[config.mk]
export PLATFORM = sky130hd
export DESIGN_NAME = ahb_two_port_sram
export DESIGN_NICKNAME = d
export VERILOG_FILES = /design/src/logic/ahb_sram_pkg.sv /design/src/logic/ahb_input_stage.sv /design/src/logic/ahb_output_stage.sv /design/src/logic/ahb_sram_slave.sv /design/src/logic/ahb_two_port_sram.sv
export VERILOG_INCLUDE_DIRS = /design/src /design/src/logic
export SDC_FILE = /design/constraint.sdc
export NUM_CORES = 2
export LEC_CHECK = 0
export BUFFER_PORTS_ARGS = -buffer_cell sky130_fd_sc_hd__buf_2
export CAP_MARGIN = 25
export CORE_ASPECT_RATIO = 0.8
export CORE_MARGIN = 2
export CORE_UTILIZATION = 35
export DETAILED_ROUTE_END_ITERATION = 10
export PLACE_DENSITY_LB_ADDON = 0.3
export SYNTH_ARGS = -nofsm -noshare
export SYNTH_HDL_FRONTEND = slang
export SYNTH_HIERARCHICAL = 1
export SYNTH_SLANG_ARGS = --single-unit
[constraint.sdc]
create_clock -name HCLK -period 5.9 [get_ports HCLK]
set_input_delay 0.59 -clock HCLK [delete_from_list [all_inputs] [get_ports HCLK]]
set_output_delay 0.59 -clock HCLK [all_outputs]
set_load 0.1 [all_outputs]
[src/logic/ahb_sram_settings.svh]
// Bus width, SRAM depth and SRAM wait-state definitions
`ifndef AHB_SRAM_SETTINGS_SVH
`define AHB_SRAM_SETTINGS_SVH

// ----------------------------------------
// AHB bus widths
// ----------------------------------------
`define AHB_ADDR_W 32        // HADDR bits
`define AHB_DATA_W 32        // HWDATA / HRDATA bits

// ----------------------------------------
// Shared SRAM
// ----------------------------------------
// Word count, byte addresses at or above 4x this give ERROR
`define SRAM_DEPTH 64

// Low HREADYOUT cycles before an OKAY data phase completes
// Zero gives single-cycle transfers
`define SRAM_WAIT_STATES 1

`endif

[src/logic/ahb_sram_pkg.sv]
// Transfer type, response and arbiter state enums for the two-port SRAM
package ahb_sram_pkg;

  // HTRANS encoding, SEQ handled like NONSEQ downstream
  typedef enum logic [1:0] {
    TRN_IDLE   = 2'b00,     // No transfer
    TRN_BUSY   = 2'b01,     // Master busy, ignored
    TRN_NONSEQ = 2'b10,     // Single or first beat
    TRN_SEQ    = 2'b11      // Later beat
  } htrans_t;

  // HRESP, only two responses ever produced
  typedef enum logic {
    RSP_OKAY  = 1'b0,
    RSP_ERROR = 1'b1
  } hresp_t;

  // Round-robin memory of the last winner
  // Reset value ARB_LAST_P1 lets port 0 win first
  typedef enum logic {
    ARB_LAST_P0 = 1'b0,
    ARB_LAST_P1 = 1'b1
  } arb_state_t;

endpackage

[src/logic/ahb_input_stage.sv]
// AHB input stage: holding register, pending flag, request line, path mux, port response
`timescale 1ns/1ps
`include "ahb_sram_settings.svh"

module ahb_input_stage (
  input  logic                   HCLK,
  input  logic                   HRESETn,
  // Master address phase
  input  logic                   hsel,
  input  logic [`AHB_ADDR_W-1:0] haddr,
  input  ahb_sram_pkg::htrans_t  htrans,
  input  logic                   hwrite,
  input  logic                   hready,      // Port HREADY, master loops back hreadyout
  // From output stage
  input  logic                   active,      // Grant for this cycle
  input  logic                   readyout,    // Shared slave HREADYOUT
  input  ahb_sram_pkg::hresp_t   resp,        // Shared slave HRESP
  // Port response to master
  output logic                   hreadyout,
  output ahb_sram_pkg::hresp_t   hresp,
  // Address phase towards output stage
  output logic                   sel_ip,
  output logic [`AHB_ADDR_W-1:0] addr_ip,
  output ahb_sram_pkg::htrans_t  trans_ip,
  output logic                   write_ip,
  output logic                   held_tran    // Request to arbiter
);

  logic                   addr_valid;     // NONSEQ/SEQ to this port
  logic                   load_reg;       // Accepted address phase
  logic                   pend_tran;      // Next pending state
  logic                   pend_tran_reg;  // Transfer waiting in holding reg
  logic                   data_valid;     // Port is in a data phase
  logic [`AHB_ADDR_W-1:0] reg_addr;
  ahb_sram_pkg::htrans_t  reg_trans;
  logic                   reg_write;

  // ----------------------------------------
  // Holding register
  // ----------------------------------------
  assign addr_valid = hsel & htrans[1];   // IDLE and BUSY drop out here
  assign load_reg   = addr_valid & hready;

  // Captures every accepted transfer, used only if not granted
  always_ff @(posedge HCLK)
  begin
    if (load_reg)
    begin
      reg_addr  <= haddr;
      reg_trans <= htrans;
      reg_write <= hwrite;
    end
  end

  // Data-phase flag follows the port's own HREADY
  always_ff @(posedge HCLK)
  begin
    if (!HRESETn)
      data_valid <= 1'b0;
    else if (hready)
      data_valid <= addr_valid;
  end

  // ----------------------------------------
  // Pending flag and request
  // ----------------------------------------
  // Set on a load without grant, cleared once the held copy reaches the slave
  always_comb
  begin
    if (load_reg && !active)
      pend_tran = 1'b1;
    else if (active && readyout)
      pend_tran = 1'b0;
    else
      pend_tran = pend_tran_reg;
  end

  always_ff @(posedge HCLK)
  begin
    if (!HRESETn)
      pend_tran_reg <= 1'b0;
    else
      pend_tran_reg <= pend_tran;
  end

  assign held_tran = load_reg | pend_tran_reg;   // Direct or held request

  // Direct path, or held copy forced to selected NONSEQ
  always_comb
  begin
    if (!pend_tran_reg)
    begin
      sel_ip   = hsel;
      addr_ip  = haddr;
      trans_ip = htrans;
      write_ip = hwrite;
    end
    else
    begin
      sel_ip   = 1'b1;
      addr_ip  = reg_addr;
      trans_ip = ahb_sram_pkg::TRN_NONSEQ;   // SEQ restarts as NONSEQ
      write_ip = reg_write;
    end
  end

  // ----------------------------------------
  // Port response
  // ----------------------------------------
  always_comb
  begin
    if (!data_valid)
    begin
      hreadyout = 1'b1;                      // Idle port always ready
      hresp     = ahb_sram_pkg::RSP_OKAY;
    end
    else if (pend_tran_reg)
    begin
      hreadyout = 1'b0;                      // Stall until slave takes it
      hresp     = ahb_sram_pkg::RSP_OKAY;
    end
    else
    begin
      hreadyout = readyout;                  // Own data phase on the slave
      hresp     = resp;
    end
  end

  // Held transfer was a real one and goes out selected as NONSEQ
  a_held_nonseq : assert property (@(posedge HCLK) disable iff (!HRESETn)
    pend_tran_reg |-> sel_ip && trans_ip == ahb_sram_pkg::TRN_NONSEQ &&
                      reg_trans inside {ahb_sram_pkg::TRN_NONSEQ, ahb_sram_pkg::TRN_SEQ});

endmodule

[src/logic/ahb_output_stage.sv]
// AHB output stage: round-robin arbiter, address mux, data-phase owner and write-data mux
`timescale 1ns/1ps
`include "ahb_sram_settings.svh"

module ahb_output_stage (
  input  logic                   HCLK,
  input  logic                   HRESETn,
  // Port 0 address phase
  input  logic                   p0_held_tran,
  input  logic                   p0_sel,
  input  logic [`AHB_ADDR_W-1:0] p0_addr,
  input  ahb_sram_pkg::htrans_t  p0_trans,
  input  logic                   p0_write,
  input  logic [`AHB_DATA_W-1:0] p0_hwdata,
  // Port 1 address phase
  input  logic                   p1_held_tran,
  input  logic                   p1_sel,
  input  logic [`AHB_ADDR_W-1:0] p1_addr,
  input  ahb_sram_pkg::htrans_t  p1_trans,
  input  logic                   p1_write,
  input  logic [`AHB_DATA_W-1:0] p1_hwdata,
  // Grants
  output logic                   p0_active,
  output logic                   p1_active,
  // Shared slave response
  input  logic                   s_hreadyout,
  input  ahb_sram_pkg::hresp_t   s_hresp,
  // Shared slave bus
  output logic                   s_hsel,
  output logic [`AHB_ADDR_W-1:0] s_haddr,
  output ahb_sram_pkg::htrans_t  s_htrans,
  output logic                   s_hwrite,
  output logic [`AHB_DATA_W-1:0] s_hwdata,
  output logic                   s_hready
);

  ahb_sram_pkg::arb_state_t last_grant;   // Port granted last
  logic                     dp_valid;     // Slave in a data phase
  logic                     dp_owner;     // 1 when port 1 owns it

  assign s_hready = s_hreadyout;          // Single slave, HREADY from its own output

  // ----------------------------------------
  // Round-robin arbiter
  // ----------------------------------------
  always_comb
  begin
    p0_active = 1'b0;
    p1_active = 1'b0;
    if (s_hready)                          // Grant only when slave can accept
    begin
      if (p0_held_tran && p1_held_tran)
      begin
        if (last_grant == ahb_sram_pkg::ARB_LAST_P1)
          p0_active = 1'b1;
        else
          p1_active = 1'b1;
      end
      else
      begin
        p0_active = p0_held_tran;          // At most one requesting
        p1_active = p1_held_tran;
      end
    end
  end

  always_ff @(posedge HCLK)
  begin
    if (!HRESETn)
      last_grant <= ahb_sram_pkg::ARB_LAST_P1;   // Port 0 first
    else if (p0_active)
      last_grant <= ahb_sram_pkg::ARB_LAST_P0;
    else if (p1_active)
      last_grant <= ahb_sram_pkg::ARB_LAST_P1;
  end

  // ----------------------------------------
  // Address phase mux
  // ----------------------------------------
  always_comb
  begin
    s_hsel   = 1'b0;                       // Default IDLE, deselected
    s_haddr  = '0;
    s_htrans = ahb_sram_pkg::TRN_IDLE;
    s_hwrite = 1'b0;
    if (p0_active)
    begin
      s_hsel   = p0_sel;
      s_haddr  = p0_addr;
      s_htrans = p0_trans;
      s_hwrite = p0_write;
    end
    else if (p1_active)
    begin
      s_hsel   = p1_sel;
      s_haddr  = p1_addr;
      s_htrans = p1_trans;
      s_hwrite = p1_write;
    end
  end

  // Data-phase owner, moves with the shared HREADY
  always_ff @(posedge HCLK)
  begin
    if (!HRESETn)
    begin
      dp_valid <= 1'b0;
      dp_owner <= 1'b0;
    end
    else if (s_hready)
    begin
      dp_valid <= p0_active | p1_active;
      dp_owner <= p1_active;
    end
  end

  // Write data from the owning master
  assign s_hwdata = !dp_valid ? '0 : (dp_owner ? p1_hwdata : p0_hwdata);

  a_one_grant : assert property (@(posedge HCLK) disable iff (!HRESETn)
    !(p0_active && p1_active));

  // Slave errors only inside a data phase this stage started
  a_err_owned : assert property (@(posedge HCLK) disable iff (!HRESETn)
    s_hresp == ahb_sram_pkg::RSP_ERROR |-> dp_valid);

endmodule

[src/logic/ahb_sram_slave.sv]
// Word-wide AHB SRAM slave with fixed wait states and two-cycle ERROR
`timescale 1ns/1ps
`include "ahb_sram_settings.svh"

module ahb_sram_slave (
  input  logic                   HCLK,
  input  logic                   HRESETn,
  input  logic                   hsel,
  input  logic [`AHB_ADDR_W-1:0] haddr,
  input  ahb_sram_pkg::htrans_t  htrans,
  input  logic                   hwrite,
  input  logic [`AHB_DATA_W-1:0] hwdata,
  input  logic                   hready,
  output logic                   hreadyout,
  output ahb_sram_pkg::hresp_t   hresp,
  output logic [`AHB_DATA_W-1:0] hrdata
);

  localparam int IDX_W = $clog2(`SRAM_DEPTH);              // Word index bits
  localparam int CNT_W = $clog2(`SRAM_WAIT_STATES + 2);
  localparam logic [CNT_W-1:0] WAIT_INIT = CNT_W'(`SRAM_WAIT_STATES);
  localparam logic [`AHB_ADDR_W-1:0] ADDR_LIMIT = `SRAM_DEPTH * 4;   // First bad byte

  logic [`AHB_DATA_W-1:0] mem [0:`SRAM_DEPTH-1];
  logic                   addr_valid;
  logic                   out_of_range;
  logic                   dp_active;     // Data phase in progress
  logic                   dp_err;        // Data phase answers ERROR
  logic                   err_late;      // Second ERROR cycle
  logic                   dp_write;
  logic [IDX_W-1:0]       dp_addr;
  logic [CNT_W-1:0]       wait_cnt;      // Remaining low cycles

  assign addr_valid   = hsel & htrans[1];
  assign out_of_range = haddr >= ADDR_LIMIT;

  // ----------------------------------------
  // Data phase control
  // ----------------------------------------
  always_ff @(posedge HCLK)
  begin
    if (!HRESETn)
    begin
      dp_active <= 1'b0;
      dp_err    <= 1'b0;
      err_late  <= 1'b0;
      wait_cnt  <= '0;
    end
    else if (hready)
    begin                                  // New address phase taken
      dp_active <= addr_valid;
      dp_err    <= addr_valid & out_of_range;
      err_late  <= 1'b0;
      wait_cnt  <= WAIT_INIT;
    end
    else
    begin
      err_late <= dp_err;
      if (wait_cnt != '0)
        wait_cnt <= wait_cnt - 1'b1;
    end
  end

  always_ff @(posedge HCLK)
  begin
    if (hready && addr_valid)
    begin
      dp_addr  <= haddr[IDX_W+1:2];        // Byte lanes ignored
      dp_write <= hwrite;
    end
  end

  assign hreadyout = !dp_active || (dp_err ? err_late : (wait_cnt == '0));
  assign hresp     = (dp_active && dp_err) ? ahb_sram_pkg::RSP_ERROR
                                           : ahb_sram_pkg::RSP_OKAY;

  // ----------------------------------------
  // Storage
  // ----------------------------------------
  always_ff @(posedge HCLK)
  begin
    if (dp_active && dp_write && !dp_err && hreadyout)
      mem[dp_addr] <= hwdata;              // Last cycle of the data phase
  end

  assign hrdata = (dp_active && !dp_write && !dp_err) ? mem[dp_addr] : '0;

  // ERROR starts only right after an accepted address phase
  a_err_in_dp : assert property (@(posedge HCLK) disable iff (!HRESETn)
    $rose(hresp == ahb_sram_pkg::RSP_ERROR) |-> $past(hready && addr_valid));

  // Two-cycle ERROR, low then high
  a_err_shape : assert property (@(posedge HCLK) disable iff (!HRESETn)
    (hresp == ahb_sram_pkg::RSP_ERROR && !hreadyout)
      |=> (hresp == ahb_sram_pkg::RSP_ERROR && hreadyout));

endmodule

[src/logic/ahb_two_port_sram.sv]
// Two-port AHB SRAM top: two input stages, output stage and SRAM slave
`timescale 1ns/1ps
`include "ahb_sram_settings.svh"

module ahb_two_port_sram (
  input  logic                   HCLK,
  input  logic                   HRESETn,
  // ----------------------------------------
  // Master port 0
  input  logic                   p0_hsel,
  input  logic [`AHB_ADDR_W-1:0] p0_haddr,
  input  ahb_sram_pkg::htrans_t  p0_htrans,
  input  logic                   p0_hwrite,
  input  logic [`AHB_DATA_W-1:0] p0_hwdata,
  input  logic                   p0_hready,
  output logic                   p0_hreadyout,
  output ahb_sram_pkg::hresp_t   p0_hresp,
  output logic [`AHB_DATA_W-1:0] p0_hrdata,
  // ----------------------------------------
  // Master port 1
  input  logic                   p1_hsel,
  input  logic [`AHB_ADDR_W-1:0] p1_haddr,
  input  ahb_sram_pkg::htrans_t  p1_htrans,
  input  logic                   p1_hwrite,
  input  logic [`AHB_DATA_W-1:0] p1_hwdata,
  input  logic                   p1_hready,
  output logic                   p1_hreadyout,
  output ahb_sram_pkg::hresp_t   p1_hresp,
  output logic [`AHB_DATA_W-1:0] p1_hrdata
);

  // Input stage to output stage
  logic p0_sel, p0_write, p0_held_tran, p0_active;
  logic p1_sel, p1_write, p1_held_tran, p1_active;
  logic [`AHB_ADDR_W-1:0] p0_addr, p1_addr;
  ahb_sram_pkg::htrans_t  p0_trans, p1_trans;

  // Shared SRAM bus
  logic                   s_hsel, s_hwrite, s_hready, s_hreadyout;
  logic [`AHB_ADDR_W-1:0] s_haddr;
  logic [`AHB_DATA_W-1:0] s_hwdata, s_hrdata;
  ahb_sram_pkg::htrans_t  s_htrans;
  ahb_sram_pkg::hresp_t   s_hresp;

  ahb_input_stage u_p0_input_stage (
    .HCLK(HCLK), .HRESETn(HRESETn),
    .hsel(p0_hsel), .haddr(p0_haddr), .htrans(p0_htrans), .hwrite(p0_hwrite),
    .hready(p0_hready), .active(p0_active), .readyout(s_hreadyout), .resp(s_hresp),
    .hreadyout(p0_hreadyout), .hresp(p0_hresp),
    .sel_ip(p0_sel), .addr_ip(p0_addr), .trans_ip(p0_trans), .write_ip(p0_write),
    .held_tran(p0_held_tran));

  ahb_input_stage u_p1_input_stage (
    .HCLK(HCLK), .HRESETn(HRESETn),
    .hsel(p1_hsel), .haddr(p1_haddr), .htrans(p1_htrans), .hwrite(p1_hwrite),
    .hready(p1_hready), .active(p1_active), .readyout(s_hreadyout), .resp(s_hresp),
    .hreadyout(p1_hreadyout), .hresp(p1_hresp),
    .sel_ip(p1_sel), .addr_ip(p1_addr), .trans_ip(p1_trans), .write_ip(p1_write),
    .held_tran(p1_held_tran));

  ahb_output_stage u_output_stage (
    .HCLK(HCLK), .HRESETn(HRESETn),
    .p0_held_tran(p0_held_tran), .p0_sel(p0_sel), .p0_addr(p0_addr),
    .p0_trans(p0_trans), .p0_write(p0_write), .p0_hwdata(p0_hwdata),
    .p1_held_tran(p1_held_tran), .p1_sel(p1_sel), .p1_addr(p1_addr),
    .p1_trans(p1_trans), .p1_write(p1_write), .p1_hwdata(p1_hwdata),
    .p0_active(p0_active), .p1_active(p1_active),
    .s_hreadyout(s_hreadyout), .s_hresp(s_hresp),
    .s_hsel(s_hsel), .s_haddr(s_haddr), .s_htrans(s_htrans), .s_hwrite(s_hwrite),
    .s_hwdata(s_hwdata), .s_hready(s_hready));

  ahb_sram_slave u_sram (
    .HCLK(HCLK), .HRESETn(HRESETn),
    .hsel(s_hsel), .haddr(s_haddr), .htrans(s_htrans), .hwrite(s_hwrite),
    .hwdata(s_hwdata), .hready(s_hready),
    .hreadyout(s_hreadyout), .hresp(s_hresp), .hrdata(s_hrdata));

  assign p0_hrdata = s_hrdata;   // Read data broadcast to both ports
  assign p1_hrdata = s_hrdata;

endmodule

# [Yosys cells after proc, flatten, opt, wreduce, memory -nomap -nowiden]
# Memory sizes are Yosys's and may differ from the RTL's. A register that Yosys moved wholly into a read port is not among the register bits.
# Cells that the tools add are included.
[op_classes] addsub=1 n_lt_le_gt_ge=1 mux=46 n_bitwise=10 reduce_logical=25
[op_table] cell="32-bit two-way mux" n=7
[op_table] cell="1-bit two-way mux" n=34
[op_table] cell="32-bit by 9-bit greater-or-equal comparator with 1-bit output (second input constant)" n=1
[op_table] cell="1-bit logical AND" n=12
[op_table] cell="2-bit nonzero test" n=5
[op_table] cell="2-bit two-way mux" n=4
[op_table] cell="1-bit bitwise AND" n=6
[op_table] cell="6-bit two-way mux" n=1
[op_table] cell="1-bit logical NOT" n=5
[op_table] cell="1-bit OR" n=3
[op_table] cell="2-bit logical NOT" n=1
[op_table] cell="2-bit OR reduction" n=1
[op_table] cell="2-bit by 1-bit subtractor with 2-bit output (second input constant)" n=1
[op_table] cell="1-bit logical OR" n=1
[op_table] cell="1-bit NOT" n=1
[totals] reg_bits=85 mem_bits_rw=2048 output_inout_bits=68 elab_cells=102 memories=1
[mem_list] memory="u_sram.mem" depth=64 word_bits=32 read_ports=1 rd_ports_with_merged_regs=1 write_ports=1 line="ahb_sram_slave.sv:24" rtl="logic [`AHB_DATA_W-1:0] mem [0:`SRAM_DEPTH-1];"

# [Depth between registers and ports, before layout]
[logic_depth] ltp_word=11 mapped_depth=14 depth_no_buf=11

# [By module]
# Netlist, hierarchy kept.
[modules_own_cells] module="ahb_sram_slave" instances=1 cells_per_inst=3491 area_per_inst_um2=79342.3 seq_area_each_um2=61929.4
[modules_own_cells] module="ahb_input_stage" instances=2 cells_per_inst=87 area_per_inst_um2=1519.0 seq_area_each_um2=1031.0
[modules_own_cells] module="ahb_output_stage" instances=1 cells_per_inst=214 area_per_inst_um2=1301.2 seq_area_each_um2=60.1
[modules_own_cells] module="ahb_two_port_sram" instances=1 cells_per_inst=32 area_per_inst_um2=240.2 seq_area_each_um2=0.0

# [Worst setup path after synthesis]
# No wires, ideal clock.
[synth_path] kind="register to output" from="register with a tool-made name" to="output p1_hrdata[17]" arrival_time_ns=7.171 slack_ns=-1.861 path_stages_with_launch=11 n_path_buf=6 cell_sequence="dfxtp_1 > buf_6 > buf_6 > buf_6 > buf_6 > buf_4 > a2111oi_0 > nor4_1 > nor4_1 > a2111oi_0 > buf_4"
[synth_rtl] item="end: declaration" line="ahb_two_port_sram.sv:29" rtl="output logic [`AHB_DATA_W-1:0] p1_hrdata"

==> results.json <==
{
  "run_status": "completed",
  "detail_route.first_pass.iterations": 5,
  "start_util_pct": 35.2,
  "cts_post_setup_buffers_inserted": 0,
  "grt_max_degree": 100,
  "ctsLongestPathBuffers": 3,
  "layout.core_utilization_pct": 40.7,
  "first_pass_grt_wire_length_um": 329000,
  "end_kind": "output pin",
  "design.final.nets": 4457,
  "post_detailed_placement_cell_area_um2": 89900,
  "biggestRegsByFlops": "u_sram/mem x2048, u_p0_input_stage/reg_addr x30, u_p1_input_stage/reg_addr x30",
  "period_minus_slack_ns": 5.30,
  "totalNegativeSetupSlack_ns": 0,
  "critical_path.startpoint_type": "register",
  "fp.dieArea_um2": 243000,
  "crit-reg2reg-launch": "u_sram/wait_cnt[0]$_SDFFE_PN0P_",
  "layout.area.seq_um2": 64000,
  "pwr_total_mw": 30.5,
  "worstReg2RegEnd": "u_sram/mem[63][20]$_DFFE_PP_",
  "multiInputGateArea_um2": 19000,
  "sinks_on_the_clock_net": 2135,
  "avgRoutedWirePerCell_um": 31.0,
  "maxClockFrequency_mhz": 189,
  "average_via_count_per_standard_cell": 5.59,
  "dp_wirelength_um": 138000,
  "yosysWarningCount": 6,
  "path_clk_slew_ns": 0.06,
  "slew_headroom_pct": 25.3,
  "postRouteAntennaNets": 0,
  "worst_skew_ns": 0.0248,
  "detailed_route_via_count": 42700,
  "hold_path.startpoint": "HRESETn",
  "power_per_cell_area_nw_per_um2": 315,
  "hold-path-endpoint": "u_output_stage/last_grant$_SDFFE_PN1P_",
  "globalRouteTotalUtil_pct": 19.3,
  "worstPathArrival_ns": 4.71,
  "grt.overflow.total": 0,
  "worst_case_register_to_register_setup_slack_ns": 1.95,
  "core.rowCount": 160,
  "io_buffer_count": 201,
  "worstHoldPathType": "in -> reg",
  "worst_hold_path.num_cells": 2,
  "flow.area_growth_from_synthesis_pct": 15.6,
  "setup_viol": 0,
  "p_switching_mw": 6.41,
  "drive_gt1_share_pct": 31.9,
  "detail_route.wirelength_um": 237000,
  "part_of_the_total_power_dissipated_in_the_clock_network_pct": 40.8,
  "largest_register_ff_count": 2048,
  "p_sw_share_pct": 21.0,
  "hold_viol_final": 0,
  "cts_tree": "yes",
  "io-pin-count": 208,
  "hold_ws_ns": 0.0760,
  "final_area_um2": 96800,
  "antenna_found_initial": 8,
  "worstPathRequired_ns": 5.31,
  "cts_made_buffers": 198,
  "die_h_um": 441,
  "vdd_ir_drop_max_uv": 306,
  "synth_area_um2": 83700,
  "pwr-share-comb_pct": 4.2,
  "unrepaired_setup_endpoints_after_global_routing": "no",
  "cellInternalPower_mw": 24.1,
  "total_leakage_power_nw": 28.8,
  "ctsRootBufferMaster": "clkbuf_16",
  "first_global_vias": 41600,
  "worst-slew-pin-transition_ns": 1.11,
  "critical_path.max_fanout": 38,
  "report.final.slew_viol_count": 0,
  "drt_drc_violations_left": 0,
  "cts.htree.levels": 4,
  "core_area_um2": 238000,
  "die_w_um": 551,
  "synthesis.area_per_instance_um2": 21.5,
  "number_of_cells_produced_by_synthesis": 3892,
  "clock_insertion_delay_at_the_later_pin_of_the_skew_report_ns": 0.83,
  "globalplace.congestion": 0.790,
  "first_iter_violations": 5929,
  "finalCritPeriodShare_pct": 89.9,
  "drv.max_cap_violation_count": 0,
  "antenna_cells": 0,
  "seq_power_share_pct": 54.9,
  "fill_cell_instance_count_of_the_final_layout": 20800,
  "r2r.worst_path.cells": 8,
  "critical_path_class": "reg -> out",
  "top_register": "u_sram/mem",
  "syn-num-nets": 4033
}
## placed cells by master (no fill, tap or decap), drive strengths merged, types with 47 or more instances in the layout
master,instances
o22ai,47
nor2b,56
edfxtp,2117
mux4,532
clkbuf,242
buf,413
nor2,116
mux2i,130
clkinv,100
dlygate4sd3,62
mux2,89
nand2,216
## critical path, stage by stage, from the launching register on
cell and delay [ns]:
dfxtp_4 0.63, buf_16 0.30, buf_12 0.30, buf_4 0.43, mux4_2 0.30, nand2_1 0.06, nand2_1 0.09, a211oi_1 0.10
o31ai_1 0.93, buf_2 0.58
## worst max-delay path by stage
stage                  start       endpoint  slack (ns)  cells past startpoint
floorplan           register  p1_hrdata[14]        0.70                     10
global route        register  p0_hrdata[22]        0.40                      9
CTS                 register   p1_hrdata[5]        0.47                      8
detailed placement  register   p1_hrdata[5]        1.35                      8
global placement    register  p1_hrdata[29]        0.87                      8
finish              register  p1_hrdata[22]        0.60                      9
## routing by layer
metal	wire length (µm)	share of wire (%)	GRT usage, %	vias up
met5	0	0	0	-
met4	3720	1.6	3.75	0
met3	18900	8.0	2.63	226
met2	106000	45	28.8	1984
met1	108000	46	30.2	23400
li1	-	-	-	17100
## power by group through the flow
stage	Clock, mW	Combinational (mW)	Sequential (mW)
final	12.5	1.29	16.8
after global routing	13.2	1.37	16.8
after CTS	12.6	1.30	16.8
after detailed placement	0	1.26	17.1
after global placement	0	1.23	17.1
after floorplan	0	0.801	17.1
## per-stage QoR
| step | setup slack, ns | instances |
|---|---|---|
| finish | 0.598 | 7635 |
| global placement | 0.872 | 7201 |
| global route | 0.397 | 7635 |
| detailed placement | 1.35 | 7210 |
| floorplan | 0.698 | 3892 |
| CTS | 0.469 | 7632 |
## area by class of cell
class	instances	area share, %
Timing Repair Buffer	475	3.77
Multi-Input combinational cell	1493	19.6
Clock buffer	242	5.45
Inverter	13	0.0556
Clock inverter	118	0.953
Tap cell	3159	4.09
Sequential cell	2135	66.1
## what timing repair did
item,4_1_cts,5_1_grt
hold buffers,62,0
resized for setup,0,0
endpoints found under the hold margin,62,0
Power figures use the tool's default switching activity.
